<file path="config.mk">
export PLATFORM = sky130hd
export DESIGN_NAME = pov_top
export DESIGN_NICKNAME = d
export VERILOG_FILES = /design/src/pov_pkg.sv /design/src/pov_ifs.sv /design/src/led_driver_ctrl.sv /design/src/pov_top.sv /design/src/rotation_tracker.sv /design/src/spi_decoder.sv /design/src/spi_slave.sv
export SDC_FILE = /design/constraint.sdc
export NUM_CORES = 1
export LEC_CHECK = 0
export ABC_CLOCK_PERIOD_IN_PS = 33300
export BUFFER_PORTS_ARGS = -buffer_cell sky130_fd_sc_hd__clkbuf_2
export CORE_MARGIN = 3
export CORE_UTILIZATION = 60
export CTS_BUF_LIST = sky130_fd_sc_hd__clkbuf_4 sky130_fd_sc_hd__clkbuf_8 sky130_fd_sc_hd__clkbuf_16
export DETAILED_ROUTE_END_ITERATION = 10
export PLACE_DENSITY = 0.84
export SLEW_MARGIN = 30
export SYNTH_ARGS = -nofsm -noshare
export SYNTH_HDL_FRONTEND = slang
export SYNTH_SLANG_ARGS = --single-unit
</file>
<file path="constraint.sdc">
create_clock -name clk -period 33.3 [get_ports clk]
set_input_delay 1.665 -clock clk [delete_from_list [all_inputs] [get_ports clk]]
set_output_delay 1.665 -clock clk [all_outputs]
set_load 0.1 [all_outputs]
</file>
<file path="src/pov_pkg.sv">
// Sizes fit one 96-bit column on four 24-bit driver lanes and 8 rows; opcode values match the host tool
package pov_pkg;

   // Driver geometry
   localparam int SIN_LANES = 4;
   localparam int LANE_BITS = 24;
   localparam int COL_BITS = SIN_LANES * LANE_BITS;
   localparam int ROWS = 8;
   localparam int ROW_BITS = $clog2(ROWS);
   localparam int BIT_CNT_BITS = $clog2(LANE_BITS);

   // Clocks per driver tick
   localparam int CLK_DIV = 4;
   localparam int TICK_BITS = $clog2(CLK_DIV);

   // SPI frame sizes, opcode byte plus one column at most
   localparam int MAX_FRAME_BYTES = 1 + COL_BITS / 8;
   localparam int CTRL_FRAME_BYTES = 2;
   localparam int FRAME_BITS = 8 * MAX_FRAME_BYTES;
   localparam int LEN_BITS = 4;

   // Revolution count in upper half, period in lower half
   localparam int STATUS_BITS = 32;

   // Host command opcodes
   typedef enum logic [7:0] {
      CMD_SET_COLUMN = 8'h03,
      CMD_SET_MUX    = 8'h04,
      CMD_ENABLE     = 8'h05
   } cmd_e;

   // Driver controller states
   typedef enum logic [1:0] {
      IDLE,
      SHIFT,
      LATCH,
      NEXT_ROW
   } drv_state_e;

endpackage

</file>
<file path="src/pov_ifs.sv">
// Both bundles carry plain register values; the frame strobe has no back-pressure
interface spi_frame_if
   import pov_pkg::*;
();

   // Received frame, first byte in the top byte
   logic [FRAME_BITS-1:0]  data_mosi;
   logic [LEN_BITS-1:0]    data_len_bytes;
   // One-cycle strobe per complete frame
   logic                   valid;
   // Status word returned on the next frame
   logic [STATUS_BITS-1:0] data_miso;

   modport slave   (output data_mosi, data_len_bytes, valid, input data_miso);
   modport decoder (input data_mosi, data_len_bytes, valid, output data_miso);

endinterface

interface drv_ctrl_if
   import pov_pkg::*;
();

   // Display registers written by the host
   logic [COL_BITS-1:0] column_data;
   logic                rgb_enable;
   logic                mux_override;
   logic [ROW_BITS-1:0] mux_row;

   modport source (output column_data, rgb_enable, mux_override, mux_row);
   modport sink   (input column_data, rgb_enable, mux_override, mux_row);

endinterface

</file>
<file path="src/led_driver_ctrl.sv">
// Rows scan only while rgb_enable is set; a start of frame cuts the current row short and restarts at row 0
module led_driver_ctrl
   import pov_pkg::*;
(
   input  logic                 clk,
   input  logic                 arst_n,
   drv_ctrl_if.sink             drv,
   input  logic                 sof,
   output logic                 drv_sclk,
   output logic                 drv_lat,
   output logic [SIN_LANES-1:0] drv_sin,
   output logic [ROWS-1:0]      fpga_mul
);

   drv_state_e state;

   logic [TICK_BITS-1:0]    tick_cnt;
   logic [BIT_CNT_BITS-1:0] bit_cnt;
   logic [ROW_BITS-1:0]     row;
   logic                    tick_end;
   logic                    start_row;
   logic                    shift_en;

   // Last clock of a driver tick
   assign tick_end = (tick_cnt == TICK_BITS'(CLK_DIV - 1));

   // Fresh row from idle, after a start of frame, or after the row step
   assign start_row = drv.rgb_enable &&
                      (sof || (state == IDLE) || ((state == NEXT_ROW) && tick_end));
   assign shift_en  = !start_row && (state == SHIFT) && tick_end;

   always_ff @(posedge clk or negedge arst_n) begin
      if (!arst_n) begin
         state    <= IDLE;
         tick_cnt <= '0;
         bit_cnt  <= '0;
         row      <= '0;
      end else if (!drv.rgb_enable) begin
         // Display off, park the scan
         state    <= IDLE;
         tick_cnt <= '0;
         bit_cnt  <= '0;
         row      <= '0;
      end else if (start_row) begin
         state    <= SHIFT;
         tick_cnt <= '0;
         bit_cnt  <= '0;
         if (sof || (state == IDLE) || (row == ROW_BITS'(ROWS - 1))) begin
            row <= '0;
         end else begin
            row <= row + 1'b1;
         end
      end else begin
         tick_cnt <= tick_end ? '0 : tick_cnt + 1'b1;
         if (tick_end) begin
            case (state)
               SHIFT: begin
                  // 24 bits per lane, then the latch tick
                  if (bit_cnt == BIT_CNT_BITS'(LANE_BITS - 1)) begin
                     state <= LATCH;
                  end else begin
                     bit_cnt <= bit_cnt + 1'b1;
                  end
               end
               LATCH: begin
                  state <= NEXT_ROW;
               end
               default: begin
               end
            endcase
         end
      end
   end

   // One shift register per lane, reloaded at each row start
   for (genvar k = 0; k < SIN_LANES; k++) begin : g_lane
      logic [LANE_BITS-1:0] lane_sr;

      always_ff @(posedge clk) begin
         if (start_row) begin
            // Lane k takes column bits 24k up to 24k+23
            lane_sr <= drv.column_data[k*LANE_BITS +: LANE_BITS];
         end else if (shift_en) begin
            lane_sr <= {lane_sr[LANE_BITS-2:0], 1'b0};
         end
      end

      // MSB first, zeros while the display is off
      assign drv_sin[k] = drv.rgb_enable && (state == SHIFT) && lane_sr[LANE_BITS-1];
   end

   // Driver clock high in the second half of each shift tick
   assign drv_sclk = (state == SHIFT) && (tick_cnt >= TICK_BITS'(CLK_DIV / 2));
   assign drv_lat  = (state == LATCH);

   // One-hot row select, host override wins
   always_comb begin
      fpga_mul = '0;
      if (drv.mux_override) begin
         fpga_mul[drv.mux_row] = 1'b1;
      end else if (state != IDLE) begin
         fpga_mul[row] = 1'b1;
      end
   end

   // Latch must never see a clock edge
   a_lat_sclk : assert property (@(posedge clk) disable iff (!arst_n)
      !(drv_lat && drv_sclk));

endmodule

</file>
<file path="src/pov_top.sv">
// Single clock domain; SPI and hall pins are asynchronous and are synchronized inside the blocks
module pov_top
   import pov_pkg::*;
(
   input  logic                 clk,
   input  logic                 arst_n,
   // Host SPI link
   input  logic                 som_cs,
   input  logic                 som_sclk,
   input  logic                 som_mosi,
   output logic                 som_miso,
   // Hall sensor
   input  logic                 hall,
   // LED drivers and row mux
   output logic                 drv_sclk,
   output logic                 drv_lat,
   output logic [SIN_LANES-1:0] drv_sin,
   output logic [ROWS-1:0]      fpga_mul
);

   spi_frame_if frame_if ();
   drv_ctrl_if  drv_if ();

   logic        sof;
   logic [15:0] rotation_data;
   logic [15:0] speed_data;

   spi_slave u_spi_slave (
      .clk      (clk),
      .arst_n   (arst_n),
      .som_cs   (som_cs),
      .som_sclk (som_sclk),
      .som_mosi (som_mosi),
      .som_miso (som_miso),
      .frame    (frame_if.slave)
   );

   spi_decoder u_spi_decoder (
      .clk           (clk),
      .arst_n        (arst_n),
      .frame         (frame_if.decoder),
      .rotation_data (rotation_data),
      .speed_data    (speed_data),
      .drv           (drv_if.source)
   );

   rotation_tracker u_rotation_tracker (
      .clk           (clk),
      .arst_n        (arst_n),
      .hall          (hall),
      .sof           (sof),
      .rotation_data (rotation_data),
      .speed_data    (speed_data)
   );

   led_driver_ctrl u_led_driver_ctrl (
      .clk      (clk),
      .arst_n   (arst_n),
      .drv      (drv_if.sink),
      .sof      (sof),
      .drv_sclk (drv_sclk),
      .drv_lat  (drv_lat),
      .drv_sin  (drv_sin),
      .fpga_mul (fpga_mul)
   );

endmodule

</file>
<file path="src/rotation_tracker.sv">
// One hall sensor; the period saturates at 16'hFFFF clocks and the revolution count wraps
module rotation_tracker (
   input  logic        clk,
   input  logic        arst_n,
   input  logic        hall,
   output logic        sof,
   output logic [15:0] rotation_data,
   output logic [15:0] speed_data
);

   // Two sync stages plus one history stage
   logic [2:0]  hall_sync;
   logic        hall_rise;
   logic [15:0] period_cnt;

   always_ff @(posedge clk or negedge arst_n) begin
      if (!arst_n) begin
         hall_sync <= '0;
      end else begin
         hall_sync <= {hall_sync[1:0], hall};
      end
   end

   assign hall_rise = hall_sync[1] & ~hall_sync[2];

   always_ff @(posedge clk or negedge arst_n) begin
      if (!arst_n) begin
         sof           <= 1'b0;
         period_cnt    <= '0;
         rotation_data <= '0;
         speed_data    <= '0;
      end else begin
         // Start of frame three clocks after the pin edge
         sof <= hall_rise;
         if (hall_rise) begin
            speed_data    <= period_cnt;
            rotation_data <= rotation_data + 1'b1;
            // Counting restarts at one so the capture equals the edge spacing
            period_cnt    <= 16'd1;
         end else if (period_cnt != '1) begin
            period_cnt <= period_cnt + 1'b1;
         end
      end
   end

   // Start of frame is a strobe
   a_sof_pulse : assert property (@(posedge clk) disable iff (!arst_n)
      sof |=> !sof);

endmodule

</file>
<file path="src/spi_decoder.sv">
// Frames with an unknown opcode or a length other than the opcode needs are dropped silently
module spi_decoder
   import pov_pkg::*;
(
   input  logic         clk,
   input  logic         arst_n,
   spi_frame_if.decoder frame,
   input  logic [15:0]  rotation_data,
   input  logic [15:0]  speed_data,
   drv_ctrl_if.source   drv
);

   cmd_e       opcode;
   logic [7:0] arg_byte;
   logic       len_ok;
   logic       frame_ok;

   // Opcode in the top byte, first argument right after it
   assign opcode   = cmd_e'(frame.data_mosi[FRAME_BITS-1 -: 8]);
   assign arg_byte = frame.data_mosi[FRAME_BITS-9 -: 8];

   // Length has to match the opcode exactly
   always_comb begin
      case (opcode)
         CMD_SET_COLUMN: begin
            len_ok = (frame.data_len_bytes == LEN_BITS'(MAX_FRAME_BYTES));
         end
         CMD_SET_MUX, CMD_ENABLE: begin
            len_ok = (frame.data_len_bytes == LEN_BITS'(CTRL_FRAME_BYTES));
         end
         default: begin
            len_ok = 1'b0;
         end
      endcase
   end

   assign frame_ok = frame.valid && len_ok;

   // Column register, twelve payload bytes below the opcode
   always_ff @(posedge clk) begin
      if (frame_ok && (opcode == CMD_SET_COLUMN)) begin
         drv.column_data <= frame.data_mosi[FRAME_BITS-9 -: COL_BITS];
      end
   end

   // Control registers
   always_ff @(posedge clk or negedge arst_n) begin
      if (!arst_n) begin
         drv.rgb_enable   <= 1'b0;
         drv.mux_override <= 1'b0;
         drv.mux_row      <= '0;
      end else if (frame_ok) begin
         if (opcode == CMD_ENABLE) begin
            drv.rgb_enable <= arg_byte[0];
         end
         if (opcode == CMD_SET_MUX) begin
            // Bit 7 forces the mux, low bits pick the row
            drv.mux_override <= arg_byte[7];
            drv.mux_row      <= arg_byte[ROW_BITS-1:0];
         end
      end
   end

   // Status word follows the tracker continuously
   assign frame.data_miso = {rotation_data, speed_data};

endmodule

</file>
<file path="src/spi_slave.sv">
// SPI mode 0 target with MSB first; som_sclk must stay well below clk/4 since every pin passes a two-flop synchronizer
module spi_slave
   import pov_pkg::*;
(
   input  logic       clk,
   input  logic       arst_n,
   input  logic       som_cs,
   input  logic       som_sclk,
   input  logic       som_mosi,
   output logic       som_miso,
   spi_frame_if.slave frame
);

   // Two sync stages plus one history stage for edge detection
   logic [2:0] cs_sync;
   logic [2:0] sclk_sync;
   logic [1:0] mosi_sync;

   logic cs_active;
   logic cs_fall;
   logic cs_rise;
   logic sclk_rise;
   logic sclk_fall;

   logic [2:0]             bit_cnt;
   logic [LEN_BITS-1:0]    byte_cnt;
   logic                   overrun;
   logic [LEN_BITS+2:0]    wr_idx;
   logic [FRAME_BITS-1:0]  frame_buf;
   logic [STATUS_BITS-1:0] miso_sr;

   // Chip select idles high
   always_ff @(posedge clk or negedge arst_n) begin
      if (!arst_n) begin
         cs_sync   <= '1;
         sclk_sync <= '0;
         mosi_sync <= '0;
      end else begin
         cs_sync   <= {cs_sync[1:0], som_cs};
         sclk_sync <= {sclk_sync[1:0], som_sclk};
         mosi_sync <= {mosi_sync[0], som_mosi};
      end
   end

   assign cs_active = ~cs_sync[1];
   assign cs_fall   = cs_sync[2] & ~cs_sync[1];
   assign cs_rise   = ~cs_sync[2] & cs_sync[1];
   // SCLK edges only count inside a frame
   assign sclk_rise = cs_active & sclk_sync[1] & ~sclk_sync[2];
   assign sclk_fall = cs_active & ~sclk_sync[1] & sclk_sync[2];

   // Bit position counted down from the top of the buffer
   assign wr_idx = (LEN_BITS + 3)'(FRAME_BITS - 1) - {byte_cnt, bit_cnt};

   always_ff @(posedge clk or negedge arst_n) begin
      if (!arst_n) begin
         bit_cnt     <= '0;
         byte_cnt    <= '0;
         overrun     <= 1'b0;
         miso_sr     <= '0;
         frame.valid <= 1'b0;
      end else begin
         frame.valid <= 1'b0;
         if (cs_fall) begin
            // New frame, capture the status word for shifting out
            bit_cnt  <= '0;
            byte_cnt <= '0;
            overrun  <= 1'b0;
            miso_sr  <= frame.data_miso;
         end else if (cs_rise) begin
            // Only whole, in-range frames reach the decoder
            frame.valid <= (byte_cnt != '0) && !overrun;
            miso_sr     <= '0;
         end else begin
            if (sclk_rise) begin
               bit_cnt <= bit_cnt + 1'b1;
               if (bit_cnt == 3'd7) begin
                  if (byte_cnt == LEN_BITS'(MAX_FRAME_BYTES)) begin
                     overrun <= 1'b1;
                  end else begin
                     byte_cnt <= byte_cnt + 1'b1;
                  end
               end
            end
            // Next MISO bit after each falling edge
            if (sclk_fall) begin
               miso_sr <= {miso_sr[STATUS_BITS-2:0], 1'b0};
            end
         end
      end
   end

   // Payload buffer, bits past the last byte are dropped
   always_ff @(posedge clk) begin
      if (sclk_rise && (byte_cnt < LEN_BITS'(MAX_FRAME_BYTES))) begin
         frame_buf[wr_idx] <= mosi_sync[1];
      end
   end

   assign frame.data_mosi      = frame_buf;
   assign frame.data_len_bytes = byte_cnt;
   assign som_miso             = miso_sr[STATUS_BITS-1];

   // Decoder sees exactly one strobe per frame
   a_valid_single : assert property (@(posedge clk) disable iff (!arst_n)
      frame.valid |=> !frame.valid);

endmodule

</file>
# Yosys cells after proc, flatten, opt, wreduce, memory -nomap -nowiden
# Cells that the tools add are included.
totals:
  regBits: 414
  input_bits: 6
  output_inout_bits: 15
  wordCells: 168
op_classes:
  addsub: 8
  order_cmp: 8
  n_eq_ne: 21
  muxes: 54
  n_bitwise: 12
  n_reduce_logical: 39
op_table:
  columns: ["op", "count"]
  rows:
  - ["2-to-1 mux 24 bit", 8]
  - ["bitwise mux 104 bit", 1]
  - ["2-to-1 mux 32 bit", 3]
  - ["adder 16 x 1 -> 16 bit (second input constant)", 2]
  - ["2-to-1 mux 16 bit", 2]
  - ["2-to-1 mux 5 bit", 5]
  - ["2-to-1 mux 4 bit", 5]
  - ["2-to-1 mux 3 bit", 6]
  - ["logical AND 1 bit", 17]
  - ["== test 8 x 3 -> 1 bit (second input constant)", 2]
  - ["2-to-1 mux 8 bit", 2]
  - ["inequality test 16 bit (second input constant)", 1]
  - ["2-to-1 mux 2 bit", 7]
  - ["nonzero test 2 bit", 6]
  - ["2-to-1 mux 1 bit", 10]
  - ["== test 8 x 2 -> 1 bit (second input constant)", 1]
  - ["less-than comparator 3 x 4 -> 1 bit (second input constant)", 2]
  - ["less-than comparator 7 x 8 -> 1 bit (second input constant)", 1]
  - ["inequality test 4 x 2 -> 1 bit (second input constant)", 2]
  - ["AND reduction 4 bit", 2]
  - ["AND 1 bit", 7]
  - ["demux 1 bit (select 7 bit)", 1]
  - ["greater-or-equal comparator 7 x 1 -> 1 bit (second input constant)", 1]
  - ["subtractor 7 bit (first input constant)", 1]
  - ["other kinds (29)", 47]

# Depth between registers and ports, before layout
# Gate-level depths: netlist (run 1).
depth:
  ltp_word: 9
  ltp_mapped: 7
  ltp_nobuf: 6

# Hierarchy
# Synthesis (run 1) repeated with hierarchy kept, for this count alone.
hier_totals:
  hier_cells: 1114
  area_unflattened_um2: 16837.4
by_module_without_submodules:
  columns: ["module", "n_inst", "cells_each", "area_per_inst_um2", "seq_area_each_um2"]
  rows:
  - ["spi_slave", 1, 452, 6324.8, 4352.9]
  - ["led_driver_ctrl", 1, 292, 4812.1, 3183.1]
  - ["spi_decoder", 1, 148, 3397.0, 3007.9]
  - ["rotation_tracker", 1, 222, 2303.5, 1301.2]

# Worst setup path before layout (run 1)
# Ideal clock, no wire load.
synth_timing:
  path_type: "register to register"
  startpoint: "register u_spi_slave.byte_cnt[1] (netlist: u_spi_slave.frame.data_len_bytes[1])"
  endpoint: "register u_spi_decoder.drv.column_data[0], enable pin"
  setup_time_ns: 0.820
  t_arrival_ns: 10.747
  required_ns: 32.480
  slack_ns: 21.733
  path_stages_with_launch: 5
  n_path_buf: 0
  period_less_slack_ns: 11.567
  path_cell_list: "dfrtp_1 inv_1 ha_1 nand3_1 nor4b_1"
synth_via:
  elab_chain_len: 4
  word_cells_on_any_way: 5
  cone_classes: "eq/ne (2); mux (1); reduce/logical (2)"
synth_rtl:
  columns: ["element", "line", "rtl"]
  rows:
  - ["start, declared", "spi_slave.sv:26", "logic [LEN_BITS-1:0] byte_cnt;"]
  - ["start signal, assigned", "spi_slave.sv:81", "byte_cnt <= byte_cnt + 1'b1;"]
  - ["== test 4 x 2 -> 1 bit / == test 4 bit (equally long branches)", "spi_decoder.sv:29, spi_decoder.sv:26", null]
  - ["case mux 1 bit (2 select lines) *", "spi_decoder.sv:24", "case (opcode)"]
  - ["logical AND 1 bit *", "spi_decoder.sv:37", "assign frame_ok = frame.valid && len_ok;"]
  - ["logical AND 1 bit *", "spi_decoder.sv:41", "if (frame_ok && (opcode == CMD_SET_COLUMN)) begin"]
  - ["end signal, assigned", "spi_decoder.sv:42", "drv.column_data <= frame.data_mosi[FRAME_BITS-9 -: COL_BITS];"]
  - ["end, declared", "pov_ifs.sv:29", "modport source (output column_data, rgb_enable, mux_override, mux_row);"]
# Every way passes the cells marked *; elsewhere a longest branch is shown, timed or not.
# A chain may end at the register's enable or synchronous reset.

# Worst setup path after layout (run 1)
layout_timing:
  startpoint: "register u_led_driver_ctrl.state[1]"
  endpoint: "output port fpga_mul[4]"
layout_via:
  elab_chain_len: 3
layout_rtl:
  columns: ["element", "line", "rtl"]
  rows:
  - ["start, declared", "led_driver_ctrl.sv:15", "drv_state_e state;"]
  - ["start signal, assigned", "led_driver_ctrl.sv:34", "state <= IDLE;"]
  - ["start signal, assigned", "led_driver_ctrl.sv:40", "state <= IDLE;"]
  - ["start signal, assigned", "led_driver_ctrl.sv:45", "state <= SHIFT;"]
  - ["nonzero test 2 bit", "led_driver_ctrl.sv:101", "end else if (state != IDLE) begin"]
  - ["2-to-1 mux 8 bit", "led_driver_ctrl.sv:101", null]
  - ["2-to-1 mux 8 bit", "led_driver_ctrl.sv:99", "if (drv.mux_override) begin"]
  - ["end, declared", "pov_top.sv:18", "output logic [ROWS-1:0] fpga_mul"]
# Every way passes these cells.

==> impl_metrics.py, run 1 <==
metrics = {
    "placed_design": {
        "portBuffers": 20,
        "placed_cell_area_um2": 16880,
        "place.gp.congestion": 0.7562,
        "place_inst": 1431,
        "dp_slack_ns": 29.74,
        "dp_hpwl_um": 15730,
    },
    "yosys": {
        "yosysSeqAreaShare": 0.7184,
        "syn_avg_cell_area_um2": 14.87,
        "yosysUniqueCellTypes": 59,
        "synthCells": 1109,
        "syn-num-nets": 1130,
        "ys.flop_type": "edfxtp_1",
        "synth_area_um2": 16490,
        "yosys_register_bits": 414,
        "ys_warn_count": 0,
        "synthArstFlopShare": 0.2850,
        "synth-edff-count": 296,
    },
    "route": {
        "wl_um": 29420,
        "vias_per_cell": 5.896,
        "via_count": 8903,
        "drtIter0Drc": 777,
        "antenna_left": 0,
        "drc": 0,
        "wl_per_cell_um": 19.48,
        "dr.pass1.iters": 5,
    },
    "sta": {
        "slew_headroom": 0.3535,
        "whs_ns": 0.3529,
        "fin_worst_skew_ns": 0.02288,
        "finalHoldViolations": 0,
        "finalCritPeriodShare": 0.1173,
        "fmax_mhz": 255.9,
        "tns_ns": 0,
        "setup_slack_ns": 29.39,
        "setup_viol": 0,
        "tightest_slew_ns": 0.9670,
        "rsz0062_at_grt": "no",
        "report.final.slew_viol_count": 0,
        "fin_crit_ns": 3.908,
    },
    "floorplanning": {
        "ios": 21,
        "die_w_um": 171.8,
        "initial_utilization": 0.6117,
        "fp-row-count": 60,
        "dieArea_um2": 29500,
        "core_area_um2": 26950,
        "dieHeight_um": 171.8,
    },
    "critical_path": {
        "start_kind": "register",
        "path_cells": "nor2_1 -> or3_1 -> o22ai_1 -> clkbuf_2",
        "worst-path-buf-inv": 1,
        "cpMaxStageDelayCell": "clkbuf_2",
        "path_class": "register to output pin",
        "cp_max_fo": 5,
        "critPathTopFamily": "simple AND/OR/NAND/NOR gates",
        "end_kind": "output pin",
        "max_stage_delay_ns": 0.50,
        "critPathArrivalTime_ns": 2.24,
        "required_ns": 31.63,
    },
    "final_layout": {
        "drive_gt1_frac": 0.2044,
        "syn2layout_area_growth_pct": 10.64,
        "stdcell_count": 1510,
        "finalInstanceArea_um2": 18240,
        "diodes": 0,
        "fill_cells": 1685,
        "nets": 1157,
    },
    "min_path": {
        "hp-class": "register to register",
    },
    "grt": {
        "grt_max_degree": 105,
        "grt_pass1_vias": 9163,
        "grt_pass1_wl_um": 47390,
        "antenna_found_initial": 0,
        "overflow": 0,
        "track_usage": 0.2047,
    },
    "power_and_ir_drop": {
        "sequentialPowerShare": 0.546,
        "switching_share": 0.2100,
        "leakage_uw": 0.006171,
        "p_comb_frac": 0.027,
        "pwr-share-clk": 0.426,
        "power.density_nw_per_um2": 57.53,
        "worst_ir_drop_vdd_mv": 0.04558,
        "p_int_uw": 829.0,
        "p_sw_uw": 220.4,
    },
    "clock_network": {
        "clock_path_buffers": 3,
        "cts_resized": 0,
        "cts_tree": "done",
        "clk_latency_ns": 0.55,
        "cts_inserted_buffers": 41,
        "hold_buffers": 0,
        "cts_max_level": 2,
        "cts_sinks": 414,
        "post_cts_buffers": 0,
        "cts-root-buf": "clkbuf_16",
        "clk_pin_slew_ns": 0.06,
    },
    "job": {
        "maxCapViolations": 0,
    },
    "outcome": {
        "status": "complete, no violations",
    },
}
==> cell type report <==
cell class / count / area (um^2) / area share
Inverter: 10 / 37.54 / 0.002058
Clock buffer: 58 / 1172 / 0.06427
Tap cell: 341 / 426.7 / 0.02339
Multi-Input combinational cell: 636 / 4373 / 0.2397
Sequential cell: 414 / 11850 / 0.6494
Clock inverter: 18 / 142.6 / 0.007819
Timing Repair Buffer: 33 / 242.7 / 0.01331
==> worst register-to-register path: cells and delay by family (launching register included) <==
kind            cells  cell delay, ns
mux                 1            0.47
fa+ha+maj           1            0.31
simple gates        1            0.27
compound gates      1            0.29
flops               1            0.39
buf+inv             2            1.25
==> cell usage after synthesis (all sizes together) (2+ instances only) <==
cell    number  area share
and3         7      0.0027
xor2         6      0.0032
o32ai        4      0.0021
nor2       130       0.030
dfstp        3      0.0048
inv         10      0.0023
clkbuf      14      0.0033
xnor2       16      0.0085
a31oi        4      0.0015
ha          15       0.011
o21a         3      0.0014
mux2i       35       0.021
nand3b       4      0.0018
mux2       130       0.089
a22o         4      0.0021
o211ai       2     0.00091
edfxtp     296        0.54
o22ai        6      0.0023
dfrtp      115        0.17
nand3       18      0.0055
and4         6      0.0032
buf         35       0.012
or4          4      0.0018
nor3        10      0.0033
nor3b        5      0.0029
o31ai        5      0.0031
nand2      113       0.026
nor2b        7      0.0027
nor4         3      0.0020
or3          5      0.0019
a21oi       10      0.0030
o21ai       44       0.013
nand4       13      0.0053
nand2b      10      0.0038
or2          2     0.00076
nor4b        3      0.0016
==> power by group through the flow <==
stage / Sequential (uW) / Combinational [uW] / Clock [uW]
6_report: 573 / 28.8 / 447
5_1_grt: 575 / 33.2 / 472
4_1_cts: 573 / 29.5 / 454
3_5_place_dp: 583 / 28.9 / 0
3_3_place_gp: 582 / 27.0 / 0
2_1_floorplan: 579 / 21.3 / 0
==> through the flow <==
step | power, uW | utilization
floorplan | 600.4 | -
global placement | 609.4 | 0.6253
detailed placement | 612.0 | 0.6264
CTS | 1057 | 0.6752
global route | 1080 | 0.6768
finish | 1049 | 0.6768
==> worst paths after layout <==
path	startpoint	to	slack, ns	depth (start not counted)
setup / recovery	u_led_driver_ctrl.state[1]	fpga_mul[4]	29.39	4
setup reg to reg	u_led_driver_ctrl.tick_cnt[0]	u_led_driver_ctrl.g_lane[0].lane_sr[20]	30.05	6
hold / removal	u_rotation_tracker.hall_sync[0]	u_rotation_tracker.hall_sync[1]	0.35	0
max in group asynchronous	arst_n	u_spi_slave.mosi_sync[1]	30.83	2
min in group asynchronous	arst_n	u_rotation_tracker.hall_sync[0]	1.16	1
hold reg to reg	u_rotation_tracker.hall_sync[0]	u_rotation_tracker.hall_sync[1]	0.35	0
==> flip-flops by register name, summed over array words and instances, names as in the netlist, 4 cells and up <==
signal and flops:
u_spi_decoder.drv.column_data 96, u_spi_slave.frame.data_mosi 104, u_rotation_tracker.speed_data 16, u_rotation_tracker.rotation_data 16
u_led_driver_ctrl.bit_cnt 5, u_spi_slave.frame.data_len_bytes 4, u_led_driver_ctrl.g_lane.lane_sr 96, u_rotation_tracker.period_cnt 16
u_spi_slave.miso_sr 32
==> cells in the final DEF (no fill, tap or decap), drive strengths merged, types with 10 or more instances in the layout <==
cell,netlist,layout
a21oi,10,10
nand2b,10,10
nand4,13,13
o21ai,44,44
clkinv,0,11
nand3,18,18
xnor2,16,16
ha,15,15
mux2,130,130
mux2i,35,35
nand2,113,113
nor2,130,130
nor3,10,10
edfxtp,296,296
inv,10,13
dfrtp,115,115
buf,35,14
clkbuf,14,77
==> per-layer routing <==
metal | global-route usage | vias to the layer above | wire [um]
li1 | - | 4101 | -
met1 | 0.2679 | 4477 | 12070
met2 | 0.3464 | 265 | 14920
met3 | 0.03907 | 60 | 1580
met4 | 0.07497 | 0 | 844
met5 | 0 | - | 0
==> cells by family after synthesis <==
group / synth area share
XOR/XNOR: 0.01169
AND/OR/NAND/NOR: 0.09714
adder cells (fa/ha/maj): 0.01138
flip-flops: 0.7184
multiplexers: 0.1100
AO/OA/AOI/OAI: 0.03354
buffers and inverters: 0.01776
Note: power is estimated with default switching activity, not from simulation.
==> run 2, diff against run 1 <==
--- a/config.mk
+++ b/config.mk
@@ -5,7 +5,8 @@
 export SDC_FILE = /design/constraint.sdc
 export NUM_CORES = 1
 export LEC_CHECK = 0
-export ABC_CLOCK_PERIOD_IN_PS = 33300
+export ABC_AREA = 1
+export ABC_CLOCK_PERIOD_IN_PS = 3710
 export BUFFER_PORTS_ARGS = -buffer_cell sky130_fd_sc_hd__clkbuf_2
 export CORE_MARGIN = 3
 export CORE_UTILIZATION = 60
==> constraint.sdc (replaced) <==
create_clock -name clk -period 3.71 [get_ports clk]
set_input_delay 0.1855 -clock clk [delete_from_list [all_inputs] [get_ports clk]]
set_output_delay 0.1855 -clock clk [all_outputs]
set_load 0.1 [all_outputs]
==> run 2 against run 1 <==
Effect of this change:
- synthesized area hardly changed
- non-clock buffer count is 6 higher
- critical path depth is 5 higher
- global-route usage is 1.3 points higher
- count of clock-buffer cells in the layout is 3 lower
- via count is 18% higher
- wire length is 5.9% higher
- clock power grew to 9.4 times the previous value
- die area hardly changed
- first-iteration DRC count is 16% higher
- sequential cell count stayed put
- critical endpoint is now u_spi_decoder.drv.column_data[42]
- largest power group unchanged
==> impl_metrics.py, run 2 <==
metrics = {
    "outcome": {
        "status": "complete, no violations",
    },
    "placed_design": {
        "portBuffers": 20,
        "place.gp.congestion": 0.8689,
        "dp_hpwl_um": 17740,
    },
    "critical_path": {
        "timing.rr.start": "u_spi_slave.frame.data_len_bytes[1]",
        "path_cells": "inv_1 -> ha_1 -> nand3_1 -> inv_1 -> nand3_1 -> nand2_1 -> nand2_1 -> nor2_4 -> buf_12",
        "crit_start": "u_spi_slave.frame.data_len_bytes[1]",
        "start_kind": "register",
        "ff2ff_setup_slack_ns": 1.22,
        "cpMaxStageDelayCell": "dfrtp_1",
        "cp_max_fo": 96,
        "end_kind": "register",
        "max_stage_delay_ns": 0.43,
        "critPathArrivalTime_ns": 2.66,
        "path_class": "register to register",
        "required_ns": 3.88,
    },
    "job": {
        "maxCapViolations": 0,
    },
    "clock_network": {
        "clk_pin_slew_ns": 0.06,
        "cts_max_level": 2,
        "cts_sinks": 414,
        "cts_inserted_buffers": 40,
        "cts_tree": "done",
        "cts-root-buf": "clkbuf_16",
        "clock_path_buffers": 3,
        "hold_buffers": 5,
        "cts_resized": 0,
        "clk_latency_ns": 0.54,
        "post_cts_buffers": 0,
    },
    "grt": {
        "grt_max_degree": 100,
        "grt_pass1_wl_um": 51050,
        "grt_pass1_vias": 10430,
        "antenna_found_initial": 0,
        "track_usage": 0.2175,
        "overflow": 0,
    },
    "final_layout": {
        "layout_commonest_cell": "nand2_1",
        "nets": 1497,
        "multi_input_area_um2": 4095,
        "largest_register_ffs": 104,
        "diodes": 0,
        "mostFrequentLayoutCells": "402 x nand2_1, 296 x edfxtp_1, 194 x nor2_1",
        "syn2layout_area_growth_pct": 11.46,
        "drive_gt1_frac": 0.08223,
        "fill_cells": 1770,
        "sequential_cell_area_um2": 11850,
    },
    "yosys": {
        "synth_common_cells": "405 x nand2_1, 296 x edfxtp_1, 196 x nor2_1",
        "synth_area_leader_cell": "edfxtp_1",
        "synth.most_common_cell": "nand2_1",
        "synthCells": 1455,
        "synthArstFlopShare": 0.2850,
        "yosys_register_bits": 414,
        "yosys-top-cells-area": "edfxtp_1 54%, dfrtp_1 17%, nand2_1 9.2%, nand3_1 4.6%, nor2_1 4.5%",
        "syn-num-nets": 1476,
        "syn_avg_cell_area_um2": 11.33,
        "yosysUniqueCellTypes": 34,
        "synth-edff-count": 296,
        "synth_area_um2": 16480,
        "ys.flop_type": "edfxtp_1",
        "yosysTopAreaCellShare": 0.5394,
        "ys_warn_count": 0,
        "yosysSeqAreaShare": 0.7188,
    },
    "sta": {
        "fin_crit_ns": 2.491,
        "finalCritPeriodShare": 0.6713,
        "report.final.slew_viol_count": 0,
        "setup_viol": 0,
        "fin_worst_skew_ns": 0.02897,
        "tightest_slew_ns": 0.9793,
        "slew_headroom": 0.3472,
        "fmax_mhz": 401.5,
        "finalHoldViolations": 0,
        "tns_ns": 0,
        "rsz0062_at_grt": "no",
        "whs_ns": 0.2262,
    },
    "power_and_ir_drop": {
        "power.density_nw_per_um2": 546.2,
        "leakage_uw": 0.007166,
        "p_total_uw": 10030,
        "worst_ir_drop_vdd_mv": 0.4347,
    },
    "route": {
        "wl_um": 31160,
        "drc": 0,
        "antenna_left": 0,
        "dr.pass1.iters": 5,
        "drtIter0Drc": 904,
        "via_count": 10490,
        "vias_per_cell": 5.673,
        "wl_per_cell_um": 16.85,
    },
    "floorplanning": {
        "dieHeight_um": 171.7,
        "core_area_um2": 26950,
        "initial_utilization": 0.6115,
        "ios": 21,
        "dieArea_um2": 29490,
        "die_w_um": 171.7,
        "fp-row-count": 60,
    },
    "min_path": {
        "hp-class": "input port to async pin",
    },
}
[run 2: cell types whose count changed in the layout (fill, tap and decap cells not counted), moves of 15 or more]
| cell | before | now |
|---|---|---|
| inv_1 | 10 | 80 |
| nand3_1 | 18 | 150 |
| a31oi_1 | 4 | 32 |
| mux2_2 | 115 | 0 |
| nor2_1 | 130 | 194 |
| mux2i_1 | 35 | 0 |
| nand2_1 | 112 | 402 |
| mux2_1 | 15 | 0 |
[run 2: layer usage]
| metal | up-vias | global-route usage | wire length, um |
|---|---|---|---|
| li1 | 4970 | - | - |
| met1 | 5084 | 0.2868 | 12890 |
| met2 | 357 | 0.3718 | 15660 |
| met3 | 79 | 0.03379 | 1744 |
| met4 | 0 | 0.07914 | 867 |
| met5 | - | 0 | 0 |
[run 2: worst paths after layout]
path / to / depth (start not counted)
max reg2reg: u_spi_decoder.drv.column_data[42] / 9
max: u_spi_decoder.drv.column_data[42] / 9
min reg2reg: u_rotation_tracker.hall_sync[1] / 0
max in group asynchronous: u_spi_slave.miso_sr[13] / 3
min: u_rotation_tracker.rotation_data[2] / 2
min in group clk: u_spi_slave.cs_sync[0] / 2
[run 2: final cells by class]
| cell class | instances | share of cell area |
|---|---|---|
| clock inverter | 19 | 0.01424 |
| clock buffer | 55 | 0.06158 |
| multi-input combinational | 898 | 0.2230 |
| tap | 341 | 0.02323 |
| sequential | 414 | 0.6450 |
| inverter | 83 | 0.01696 |
| timing repair buffer | 39 | 0.01601 |
[run 2: through the flow]
| step | worst slack, ns | utilization | std cells | cell area, um^2 |
|---|---|---|---|---|
| 2_1_floorplan | 0.5693 | - | 1455 | 16490 |
| 6_report | 1.219 | 0.6815 | 1849 | 18370 |
| 3_5_place_dp | 1.234 | 0.6276 | 1770 | 16910 |
| 5_1_grt | 0.9619 | 0.6815 | 1849 | 18370 |
| 3_3_place_gp | 1.343 | 0.6276 | 1770 | 16910 |
| 4_1_cts | 1.219 | 0.6811 | 1849 | 18360 |
[run 2: worst max-delay path, delay by kind of cell (launching register included)]
family / cells / cell delay (ns)
buffers and inverters: 3 / 0.68
DFF: 1 / 0.43
and+or+nand+nor: 5 / 0.66
adders and majority gates: 1 / 0.27
[run 2: power breakdown]
part           switching [uW]  internal, uW  leakage (uW)
clock                    1690          2510      0.000691
sequential                157          5090       0.00415
combinational             411           179       0.00232
total                    2250          7780       0.00717
[run 2: cells by family after synthesis]
family	count (synthesis)	synth area share
and+or+nand+nor	785	0.1961
DFF	414	0.7188
buffers and inverters	143	0.03439
AOI/OAI and AO/OA	82	0.02923
xor gates and xnor gates	16	0.01010
adders and majority gates	15	0.01139
